$ cat src/hw/engine_ctrl_settings.svh
/* Register map and field widths of the engine host interface.
   Indices are 32-bit word numbers, i.e. byte address bits 15:2. */
`ifndef ENGINE_CTRL_SETTINGS_SVH
`define ENGINE_CTRL_SETTINGS_SVH

`define CTRL_ADDR_WIDTH    16
`define REG_INDEX_WIDTH    14
`define ROW_WIDTH          32  // 8 squares of 4 bits
`define BOARD_ROWS         8
`define EVAL_WIDTH         24
`define HALF_MOVE_WIDTH    8
`define MOVE_INDEX_WIDTH   7
`define TRANS_NODES_WIDTH  24

`define REG_CTRL           0
`define REG_MOVE_INDEX     1
`define REG_POSITION       2
`define REG_HALF_MOVE      3
`define REG_QUIESCENCE     4
`define REG_BOARD_BASE     8   // Rows 8 to 15

`define REG_AM_FLAGS       132
`define REG_AM_POSITION    133
`define REG_AM_EVAL        134
`define REG_AM_MOVE_COUNT  135
`define REG_INITIAL_EVAL   136
`define REG_AM_BOARD_BASE  172 // Rows 172 to 179

`define REG_TRANS_STATUS   512
`define REG_TRANS_EVAL_IN  514
`define REG_TRANS_NODES_IN 515
`define REG_TRANS_CMD      520
`define REG_TRANS_EVAL     521
`define REG_TRANS_NODES    525

`endif

$ cat src/hw/engine_ctrl_pkg.sv
/* Types shared by the host register block. Register words are decoded
   by index through reg_word_u, the same way on write and on read. */
`include "engine_ctrl_settings.svh"

package engine_ctrl_pkg;

   typedef logic [`BOARD_ROWS-1:0][`ROW_WIDTH-1:0] board_t;

   typedef struct packed {
      logic       white_to_move;
      logic [3:0] castle_mask;
      logic [3:0] en_passant_col;
   } position_t;

   typedef struct packed {
      logic        soft_reset;
      logic [28:0] status;  // Read-only engine status from bit 2
      logic        clear_moves;
      logic        new_board_valid;
   } ctrl_word_t;

   typedef struct packed {
      logic [22:0] rsvd;
      position_t   position;
   } pos_word_t;

   typedef struct packed {
      logic [15:0] rsvd_hi;
      logic [7:0]  depth;
      logic [1:0]  rsvd_lo;
      logic        clear;
      logic        hash_only;
      logic [1:0]  flag;
      logic        store;
      logic        lookup;
   } trans_cmd_word_t;

   typedef union packed {
      logic [31:0]     raw;
      ctrl_word_t      ctrl;
      pos_word_t       pos;
      trans_cmd_word_t trans_cmd;
   } reg_word_u;

   typedef struct packed {
      logic                        valid;
      logic [`REG_INDEX_WIDTH-1:0] index;
      reg_word_u                   data;
   } reg_wr_t;

   typedef struct packed {
      logic                         new_board_valid;
      logic                         clear_moves;
      logic                         quiescence;
      logic [`MOVE_INDEX_WIDTH-1:0] move_index;
      position_t                    position;
      logic [`HALF_MOVE_WIDTH-1:0]  half_move;
      board_t                       board;
   } board_setup_t;

   typedef struct packed {
      logic moves_ready;
      logic move_ready;
      logic idle;
      logic mate;
      logic stalemate;
      logic thrice_rep;
      logic fifty_move;
      logic insufficient_material;
      logic board_check;
   } game_status_t;

   typedef struct packed {
      board_t                       board;
      position_t                    position;
      logic                         capture;
      logic                         white_in_check;
      logic                         black_in_check;
      logic                         thrice_rep;
      logic                         fifty_move;
      logic                         insufficient_material;
      logic                         pv;
      logic [`EVAL_WIDTH-1:0]       eval;  // Two's complement
      logic [`MOVE_INDEX_WIDTH-1:0] move_count;
      logic [`EVAL_WIDTH-1:0]       initial_eval;
   } move_info_t;

   typedef struct packed {
      logic                          lookup;
      logic                          store;
      logic [1:0]                    flag;
      logic                          hash_only;
      logic                          clear;
      logic [7:0]                    depth;
      logic                          capture;
      logic [`EVAL_WIDTH-1:0]        eval;
      logic [`TRANS_NODES_WIDTH-1:0] nodes;
   } trans_cmd_t;

   typedef struct packed {
      logic                          entry_valid;
      logic                          idle;
      logic                          collision;
      logic                          capture;
      logic [1:0]                    flag;
      logic [7:0]                    depth;
      logic [`EVAL_WIDTH-1:0]        eval;
      logic [`TRANS_NODES_WIDTH-1:0] nodes;
   } trans_result_t;

   typedef struct packed {
      logic [`CTRL_ADDR_WIDTH-1:0] awaddr;
      logic                        awvalid;
      logic [31:0]                 wdata;
      logic [3:0]                  wstrb;
      logic                        wvalid;
      logic                        bready;
   } axil_wr_req_t;

   typedef struct packed {
      logic       awready;
      logic       wready;
      logic [1:0] bresp;
      logic       bvalid;
   } axil_wr_rsp_t;

   typedef struct packed {
      logic [`CTRL_ADDR_WIDTH-1:0] araddr;
      logic                        arvalid;
      logic                        rready;
   } axil_rd_req_t;

   typedef struct packed {
      logic        arready;
      logic [31:0] rdata;
      logic [1:0]  rresp;
      logic        rvalid;
   } axil_rd_rsp_t;

endpackage

$ cat src/hw/axil_write_port.sv
/* AXI4-Lite write slave, one write in flight. wstrb is ignored and
   bresp is always OKAY; address and data beats may come in any order. */
`timescale 1ns/100ps
`include "engine_ctrl_settings.svh"

module axil_write_port import engine_ctrl_pkg::*;
(
   input  logic         clk,
   input  logic         rst,
   input  axil_wr_req_t wr_req,
   output axil_wr_rsp_t wr_rsp,
   output reg_wr_t      reg_wr
);

   logic                        aw_held;
   logic                        w_held;
   logic                        bvalid;
   logic                        cmd_valid;
   logic [`REG_INDEX_WIDTH-1:0] wr_index;
   reg_word_u                   wr_data;

   assign wr_rsp.awready = !aw_held;
   assign wr_rsp.wready  = !w_held;
   assign wr_rsp.bresp   = 2'b00;
   assign wr_rsp.bvalid  = bvalid;

   always_comb
   begin
      reg_wr.valid = cmd_valid;
      reg_wr.index = wr_index;
      reg_wr.data  = wr_data;
   end

   always_ff @(posedge clk)
   begin
      if (rst)
      begin
         aw_held   <= 1'b0;
         w_held    <= 1'b0;
         bvalid    <= 1'b0;
         cmd_valid <= 1'b0;
      end
      else
      begin
         cmd_valid <= 1'b0;
         if (wr_req.awvalid && !aw_held)
            aw_held <= 1'b1;
         if (wr_req.wvalid && !w_held)
            w_held <= 1'b1;
         if (aw_held && w_held && !bvalid)
         begin
            cmd_valid <= 1'b1;  // Response raised with the command
            bvalid    <= 1'b1;
         end
         if (bvalid && wr_req.bready)
         begin
            aw_held <= 1'b0;
            w_held  <= 1'b0;
            bvalid  <= 1'b0;
         end
      end
   end

   always_ff @(posedge clk)
   begin
      if (wr_req.awvalid && !aw_held)
         wr_index <= wr_req.awaddr[`CTRL_ADDR_WIDTH-1:2];  // Byte to word
      if (wr_req.wvalid && !w_held)
         wr_data.raw <= wr_req.wdata;
   end

   a_cmd_single: assert property (@(posedge clk) disable iff (rst)
      reg_wr.valid |=> !reg_wr.valid);

   a_bvalid_hold: assert property (@(posedge clk) disable iff (rst)
      wr_rsp.bvalid && !wr_req.bready |=> wr_rsp.bvalid);

endmodule

$ cat src/hw/board_setup_regs.sv
/* Starting position and move selection registers for the move generator.
   new_board_valid and clear_moves are levels, cleared only by software. */
`timescale 1ns/100ps
`include "engine_ctrl_settings.svh"

module board_setup_regs import engine_ctrl_pkg::*;
(
   input  logic         clk,
   input  logic         rst,
   input  reg_wr_t      reg_wr,
   output board_setup_t setup,
   output logic         soft_reset
);

   localparam int ROW_SEL_WIDTH = $clog2(`BOARD_ROWS);

   logic [`REG_INDEX_WIDTH-1:0] row_offset;
   logic                        row_hit;

   // Wraps high below the base, so one compare covers both ends
   assign row_offset = reg_wr.index - `REG_INDEX_WIDTH'(`REG_BOARD_BASE);
   assign row_hit    = row_offset < `REG_INDEX_WIDTH'(`BOARD_ROWS);

   always_ff @(posedge clk)
   begin
      if (rst)
      begin
         setup      <= '0;
         soft_reset <= 1'b0;
      end
      else if (reg_wr.valid)
      begin
         case (reg_wr.index)
            `REG_CTRL:
            begin
               setup.new_board_valid <= reg_wr.data.ctrl.new_board_valid;
               setup.clear_moves     <= reg_wr.data.ctrl.clear_moves;
               soft_reset            <= reg_wr.data.ctrl.soft_reset;
            end
            `REG_MOVE_INDEX:
               setup.move_index <= reg_wr.data.raw[`MOVE_INDEX_WIDTH-1:0];
            `REG_POSITION:
               setup.position <= reg_wr.data.pos.position;
            `REG_HALF_MOVE:
               setup.half_move <= reg_wr.data.raw[`HALF_MOVE_WIDTH-1:0];
            `REG_QUIESCENCE:
               setup.quiescence <= reg_wr.data.raw[0];
            default:
            begin
               if (row_hit)
                  setup.board[row_offset[ROW_SEL_WIDTH-1:0]] <= reg_wr.data.raw;
            end
         endcase
      end
   end

endmodule

$ cat src/hw/trans_cmd_regs.sv
/* Transposition table command levels. Lookup, store and clear are held
   as written, so software writes them back to 0 itself. */
`timescale 1ns/100ps
`include "engine_ctrl_settings.svh"

module trans_cmd_regs import engine_ctrl_pkg::*;
(
   input  logic       clk,
   input  logic       rst,
   input  reg_wr_t    reg_wr,
   output trans_cmd_t trans_cmd
);

   always_ff @(posedge clk)
   begin
      if (rst)
         trans_cmd <= '0;
      else if (reg_wr.valid)
      begin
         case (reg_wr.index)
            `REG_TRANS_CMD:
            begin
               trans_cmd.lookup    <= reg_wr.data.trans_cmd.lookup;
               trans_cmd.store     <= reg_wr.data.trans_cmd.store;
               trans_cmd.flag      <= reg_wr.data.trans_cmd.flag;
               trans_cmd.hash_only <= reg_wr.data.trans_cmd.hash_only;
               trans_cmd.clear     <= reg_wr.data.trans_cmd.clear;
               trans_cmd.depth     <= reg_wr.data.trans_cmd.depth;
            end
            `REG_TRANS_EVAL:
            begin
               trans_cmd.capture <= reg_wr.data.raw[31];  // Shares word with eval
               trans_cmd.eval    <= reg_wr.data.raw[`EVAL_WIDTH-1:0];
            end
            `REG_TRANS_NODES:
               trans_cmd.nodes <= reg_wr.data.raw[`TRANS_NODES_WIDTH-1:0];
            default:
            begin
            end
         endcase
      end
   end

endmodule

$ cat src/hw/reg_read_port.sv
/* AXI4-Lite read slave with registered data. The host must not present
   a new address while rvalid is high and rready is low. */
`timescale 1ns/100ps
`include "engine_ctrl_settings.svh"

module reg_read_port import engine_ctrl_pkg::*;
(
   input  logic          clk,
   input  logic          rst,
   input  axil_rd_req_t  rd_req,
   output axil_rd_rsp_t  rd_rsp,
   input  board_setup_t  setup,
   input  logic          soft_reset,
   input  game_status_t  status,
   input  move_info_t    move_info,
   input  trans_cmd_t    trans_cmd,
   input  trans_result_t trans_result
);

   localparam int ROW_SEL_WIDTH = $clog2(`BOARD_ROWS);

   logic [`REG_INDEX_WIDTH-1:0] rd_index;
   logic [`REG_INDEX_WIDTH-1:0] setup_row;
   logic [`REG_INDEX_WIDTH-1:0] am_row;
   reg_word_u                   rd_word;
   logic [31:0]                 rdata;
   logic                        rvalid;

   function automatic logic [31:0] sext_eval(input logic [`EVAL_WIDTH-1:0] v);
      return {{(32 - `EVAL_WIDTH){v[`EVAL_WIDTH-1]}}, v};
   endfunction

   assign rd_index  = rd_req.araddr[`CTRL_ADDR_WIDTH-1:2];
   assign setup_row = rd_index - `REG_INDEX_WIDTH'(`REG_BOARD_BASE);
   assign am_row    = rd_index - `REG_INDEX_WIDTH'(`REG_AM_BOARD_BASE);

   assign rd_rsp.arready = 1'b1;
   assign rd_rsp.rresp   = 2'b00;
   assign rd_rsp.rdata   = rdata;
   assign rd_rsp.rvalid  = rvalid;

   always_comb
   begin
      rd_word = '0;  // Unmapped and unused bits read 0
      case (rd_index)
         `REG_CTRL:
         begin
            rd_word.ctrl.new_board_valid = setup.new_board_valid;
            rd_word.ctrl.clear_moves     = setup.clear_moves;
            rd_word.ctrl.soft_reset      = soft_reset;
            rd_word.ctrl.status          = {20'b0, status.board_check,
               status.insufficient_material, status.fifty_move, status.idle,
               status.thrice_rep, status.mate, status.stalemate,
               status.move_ready, status.moves_ready};
         end
         `REG_MOVE_INDEX:    rd_word.raw = 32'(setup.move_index);
         `REG_POSITION:      rd_word.pos.position = setup.position;
         `REG_HALF_MOVE:     rd_word.raw = 32'(setup.half_move);
         `REG_QUIESCENCE:    rd_word.raw = 32'(setup.quiescence);
         `REG_AM_FLAGS:
            rd_word.raw = 32'({move_info.pv, move_info.insufficient_material,
               move_info.fifty_move, move_info.thrice_rep,
               move_info.black_in_check, move_info.white_in_check,
               move_info.capture});
         `REG_AM_POSITION:   rd_word.pos.position = move_info.position;
         `REG_AM_EVAL:       rd_word.raw = sext_eval(move_info.eval);
         `REG_AM_MOVE_COUNT: rd_word.raw = 32'(move_info.move_count);
         `REG_INITIAL_EVAL:  rd_word.raw = sext_eval(move_info.initial_eval);
         `REG_TRANS_STATUS:
            rd_word.raw = {14'b0, trans_result.capture, trans_result.collision,
               trans_result.depth, 4'b0, trans_result.flag,
               trans_result.entry_valid, trans_result.idle};
         `REG_TRANS_EVAL_IN:  rd_word.raw = sext_eval(trans_result.eval);
         `REG_TRANS_NODES_IN: rd_word.raw = 32'(trans_result.nodes);
         `REG_TRANS_CMD:
         begin
            rd_word.trans_cmd.lookup    = trans_cmd.lookup;
            rd_word.trans_cmd.store     = trans_cmd.store;
            rd_word.trans_cmd.flag      = trans_cmd.flag;
            rd_word.trans_cmd.hash_only = trans_cmd.hash_only;
            rd_word.trans_cmd.clear     = trans_cmd.clear;
            rd_word.trans_cmd.depth     = trans_cmd.depth;
         end
         // Capture in bit 31 where the sign would go
         `REG_TRANS_EVAL:  rd_word.raw = {trans_cmd.capture, 7'b0, trans_cmd.eval};
         `REG_TRANS_NODES: rd_word.raw = 32'(trans_cmd.nodes);
         default:
         begin
            if (setup_row < `REG_INDEX_WIDTH'(`BOARD_ROWS))
               rd_word.raw = setup.board[setup_row[ROW_SEL_WIDTH-1:0]];
            else if (am_row < `REG_INDEX_WIDTH'(`BOARD_ROWS))
               rd_word.raw = move_info.board[am_row[ROW_SEL_WIDTH-1:0]];
         end
      endcase
   end

   always_ff @(posedge clk)
   begin
      if (rst)
         rvalid <= 1'b0;
      else if (rd_req.arvalid)
         rvalid <= 1'b1;
      else if (rd_req.rready)
         rvalid <= 1'b0;
   end

   always_ff @(posedge clk)
   begin
      if (rd_req.arvalid)
         rdata <= rd_word.raw;
   end

   a_no_ar_on_stall: assert property (@(posedge clk) disable iff (rst)
      rd_rsp.rvalid && !rd_req.rready |-> !rd_req.arvalid);

endmodule

$ cat src/hw/engine_ctrl_top.sv
/* Host register block of the search engine, AXI4-Lite slave.
   Write and read channels are independent, one transaction each. */
`timescale 1ns/100ps

module engine_ctrl_top import engine_ctrl_pkg::*;
(
   input  logic          clk,
   input  logic          rst,
   input  axil_wr_req_t  wr_req,
   input  axil_rd_req_t  rd_req,
   output axil_wr_rsp_t  wr_rsp,
   output axil_rd_rsp_t  rd_rsp,
   input  game_status_t  status,
   input  move_info_t    move_info,
   input  trans_result_t trans_result,
   output board_setup_t  setup,
   output logic          soft_reset,
   output trans_cmd_t    trans_cmd
);

   reg_wr_t reg_wr;  // Single-cycle register write

   axil_write_port u_write_port (
      .clk    (clk),
      .rst    (rst),
      .wr_req (wr_req),
      .wr_rsp (wr_rsp),
      .reg_wr (reg_wr)
   );

   board_setup_regs u_board_setup (
      .clk        (clk),
      .rst        (rst),
      .reg_wr     (reg_wr),
      .setup      (setup),
      .soft_reset (soft_reset)
   );

   trans_cmd_regs u_trans_cmd (
      .clk       (clk),
      .rst       (rst),
      .reg_wr    (reg_wr),
      .trans_cmd (trans_cmd)
   );

   reg_read_port u_read_port (
      .clk          (clk),
      .rst          (rst),
      .rd_req       (rd_req),
      .rd_rsp       (rd_rsp),
      .setup        (setup),
      .soft_reset   (soft_reset),
      .status       (status),
      .move_info    (move_info),
      .trans_cmd    (trans_cmd),
      .trans_result (trans_result)
   );

endmodule

$ cat config.mk
export PLATFORM = sky130hd
export DESIGN_NAME = engine_ctrl_top
export DESIGN_NICKNAME = d
export VERILOG_FILES = /design/src/hw/engine_ctrl_pkg.sv /design/src/hw/axil_write_port.sv /design/src/hw/board_setup_regs.sv /design/src/hw/trans_cmd_regs.sv /design/src/hw/reg_read_port.sv /design/src/hw/engine_ctrl_top.sv
export VERILOG_INCLUDE_DIRS = /design/src /design/src/hw
export SDC_FILE = /design/constraint.sdc
export NUM_CORES = 1
export LEC_CHECK = 0
export BUFFER_PORTS_ARGS = -buffer_cell sky130_fd_sc_hd__buf_2
export CAP_MARGIN = 0
export CORE_AREA = 5 5 331 333
export DETAILED_ROUTE_END_ITERATION = 8
export DIE_AREA = 0 0 336 338
export GPL_ROUTABILITY_DRIVEN = 0
export SYNTH_ARGS = -nofsm -noshare
export SYNTH_HDL_FRONTEND = slang
export SYNTH_SLANG_ARGS = --single-unit
$ cat constraint.sdc
create_clock -name clk -period 3.8 [get_ports clk]
set_input_delay 0.57 -clock clk [delete_from_list [all_inputs] [get_ports clk]]
set_output_delay 0.57 -clock clk [all_outputs]
set_load 0.03 [all_outputs]
==> impl_metrics.tcl <==
set metrics [dict create \
    status "completed" \
    grt_first_pass_wirelength_um 165000 \
    drc 0 \
    p_int_uw 8010 \
    cts_buffers 50 \
    pwr-share-comb 0.090 \
    ys_ff_latch 430 \
    leakage_uw 0.0117 \
    period_share 0.848 \
    timing.final.ws_setup_ps 579 \
    cts_sinks 430 \
    grt_max_degree 101 \
    port_buffers 847 \
    cts-resized-gates 0 \
    grt_usage 0.204 \
    synthArstFlopShare 0 \
    worst_pin_slew_ps 1050 \
    p_switching_uw 2780 \
    grt_pass1_vias 21000 \
    power_density_mw_per_mm2 372 \
    crit_chain "nor4_1 -> nand4_1 -> nor2_1 -> and2_2 -> buf_4 -> nand2_1 -> a21oi_1" \
    initial_core_util 0.201 \
    drive_above_1_share 0.393 \
    critPathMaxFanout 32 \
    io_pins 861 \
    hold_viol_final 0 \
    htreeDepth 2 \
    syn-cell-area_mm2 0.0213 \
    synthFlopType "dfxtp_1" \
    clk_latency_ps 630 \
    wl_um 124000 \
    criticalPathCategory "reg -> reg" \
    netlist_top_cells_area "dfxtp_1, mux4_2, nand2_1, edfxtp_1, a21oi_1" \
    min_path_type "in -> reg" \
    dpl.hpwl_um 95500 \
    synthDominantCellAreaShare 0.331 \
    routed_via_density 4.92 \
    relSlewSlack 0.299 \
    postCtsHoldBufs 0 \
    synth_edf_count 78 \
    cp_slowest_cell "nor4_1" \
    syn_inst 2286 \
    dp_slack_ps 379 \
    num_vias 22200 \
    cp.required_ps 4330 \
    post_cts_buffers 0 \
    drtIter0Drc 2259 \
    seqPwrFrac 0.446 \
    ant_nets 0 \
    die_h_um 338 \
    tritoncts "yes" \
    die-area_mm2 0.114 \
    rsz0062_at_grt "no" \
    critPathLaunchType "flop" \
    period_minus_slack_ps 3220 \
    wl_per_cell_um 27.4 \
    yosysWarnings 0 \
    cts_root_buffer "clkbuf_16" \
    critPathCaptureType "flop" \
    dr.pass1.iters 6 \
    ys_seq_area_frac 0.440 \
    timing.fmax_mhz 310 \
    die_w_um 336 \
    clock_tree.buffer_depth 3 \
    synth.distinct_cells 69 \
    synth_most_common_cell "nand2_1" \
    synthToLayoutAreaGrowth_pct 35.8 \
    critPathMaxStageDelay_ps 640 \
    pwr-share-clk 0.464 \
    p_total_uw 10800 \
    setup_viol 0 \
    synth_common_cells "nand2_1, dfxtp_1, a21oi_1, clkbuf_1, mux4_2" \
    peakVddDrop_uv 280 \
    clk_pin_slew_ps 60 \
    final.fill_count 11400 \
    clock_skew_ps 41.3 \
    switching_share 0.257 \
    yosysTopAreaCell "dfxtp_1" \
    grt-ovfl-total 0 \
    fin_nets 3528 \
    cp_data_arrival_time_ps 3760 \
    drv_slew 0 \
    core_mm2 0.106 \
    setup_tns_ps 0 \
    avgSynthCellArea_um2 9.33 \
    antenna_found_initial 16 \
    rows 120 \
    drv_cap 0 \
]
state kept, by name (all words and copies together), names as in the netlist:
signal and count:
u_write_port.wr_index 14, u_read_port.rdata 32, u_write_port.w_held 1, u_read_port.rvalid 1, u_write_port.bvalid 1, u_write_port.cmd_valid 1
u_write_port.aw_held 1, u_write_port.wr_data 32, u_board_setup.setup 283, u_board_setup.soft_reset 1, u_trans_cmd.trans_cmd 63
layout make-up:
type | instances | area (µm²) | share of cell area
Antenna cell | 12 | 30.0 | 0.00104
Clock buffer | 72 | 1460 | 0.0503
Clock inverter | 22 | 230 | 0.00795
Inverter | 12 | 47.5 | 0.00164
Multi-Input combinational cell | 1619 | 11000 | 0.380
Sequential cell | 430 | 9390 | 0.324
Tap cell | 1403 | 1760 | 0.0606
Timing Repair Buffer | 935 | 5040 | 0.174
power by group through the flow:
stage	registers [µW]	logic [µW]	clock network, µW
3_5_place_dp	4910	972	0
4_1_cts	4810	975	5130
5_1_grt	4810	1030	5290
2_1_floorplan	4830	493	0
3_3_place_gp	4910	958	0
6_report	4810	974	5000
placed cells by master, fill, tap and decap left out, drive strengths merged, types with 7 or more instances in the layout:
cell    synthesis  layout
a211oi          7       7
o22ai          11      11
a222oi         13      13
o32ai          15      15
nor2b          10      10
a22o           15      15
nor3           14      14
mux2           24      24
and2            8       8
dfxtp         352     352
mux4          135     135
ha              7       7
edfxtp         78      78
nand3          19      19
mux2i         108     108
nor2           73      73
diode           0      12
a31oi          19      19
a21oi         341     341
o22a           12      12
a22oi          16      16
nor3b           7       7
buf            56     935
inv            12      14
nand2         676     676
a32oi           8       8
clkbuf        172      72
clkinv          0      16
critical path, delay by kind of cell, from the launching register on:
kind / cells / cell delay [ps]
AND/OR/NAND/NOR: 5 / 2010
buffers and inverters: 1 / 460
flip-flops: 1 / 370
AO/OA/AOI/OAI: 1 / 190
cells by family after synthesis:
group | after synthesis | synth area share
adder cells (fa/ha/maj) | 7 | 0.00411
XOR/XNOR | 2 | 0.000822
AND/OR/NAND/NOR | 846 | 0.163
flip-flops | 430 | 0.440
buffers and inverters | 240 | 0.0471
AO/OA/AOI/OAI | 492 | 0.138
multiplexers | 267 | 0.206
other | 2 | 0.000352
final timing paths:
check                                  end  depth (start not counted)                      from  slack [ps]
setup / recovery  u_board_setup.setup[117]                          7  u_write_port.wr_index[8]         580
setup reg to reg  u_board_setup.setup[117]                          7  u_write_port.wr_index[8]         580
hold reg to reg   u_trans_cmd.trans_cmd[7]                          2  u_trans_cmd.trans_cmd[7]         470
hold / removal     u_write_port.wr_data[8]                          1                wr_req[14]         120
metrics by stage:
step                hold slack (ps)  cell area [µm²]   util  cells
finish                          116            29000  0.272   4505
CTS                            61.2            28900  0.272   4493
global route                   73.5            28900  0.272   4499
global placement                447            27200  0.256   4399
floorplan                       452            21300      -   2289
detailed placement              455            27200  0.256   4399
layer usage:
layer | wire length (µm) | global-route usage | vias up
met5 | 13 | 0 | -
met4 | 5640 | 0.0827 | 2
met3 | 12200 | 0.0592 | 228
met2 | 57600 | 0.334 | 1330
met1 | 48100 | 0.253 | 11000
li1 | - | - | 9667
No activity file was read; power rests on OpenSTA's default activity.
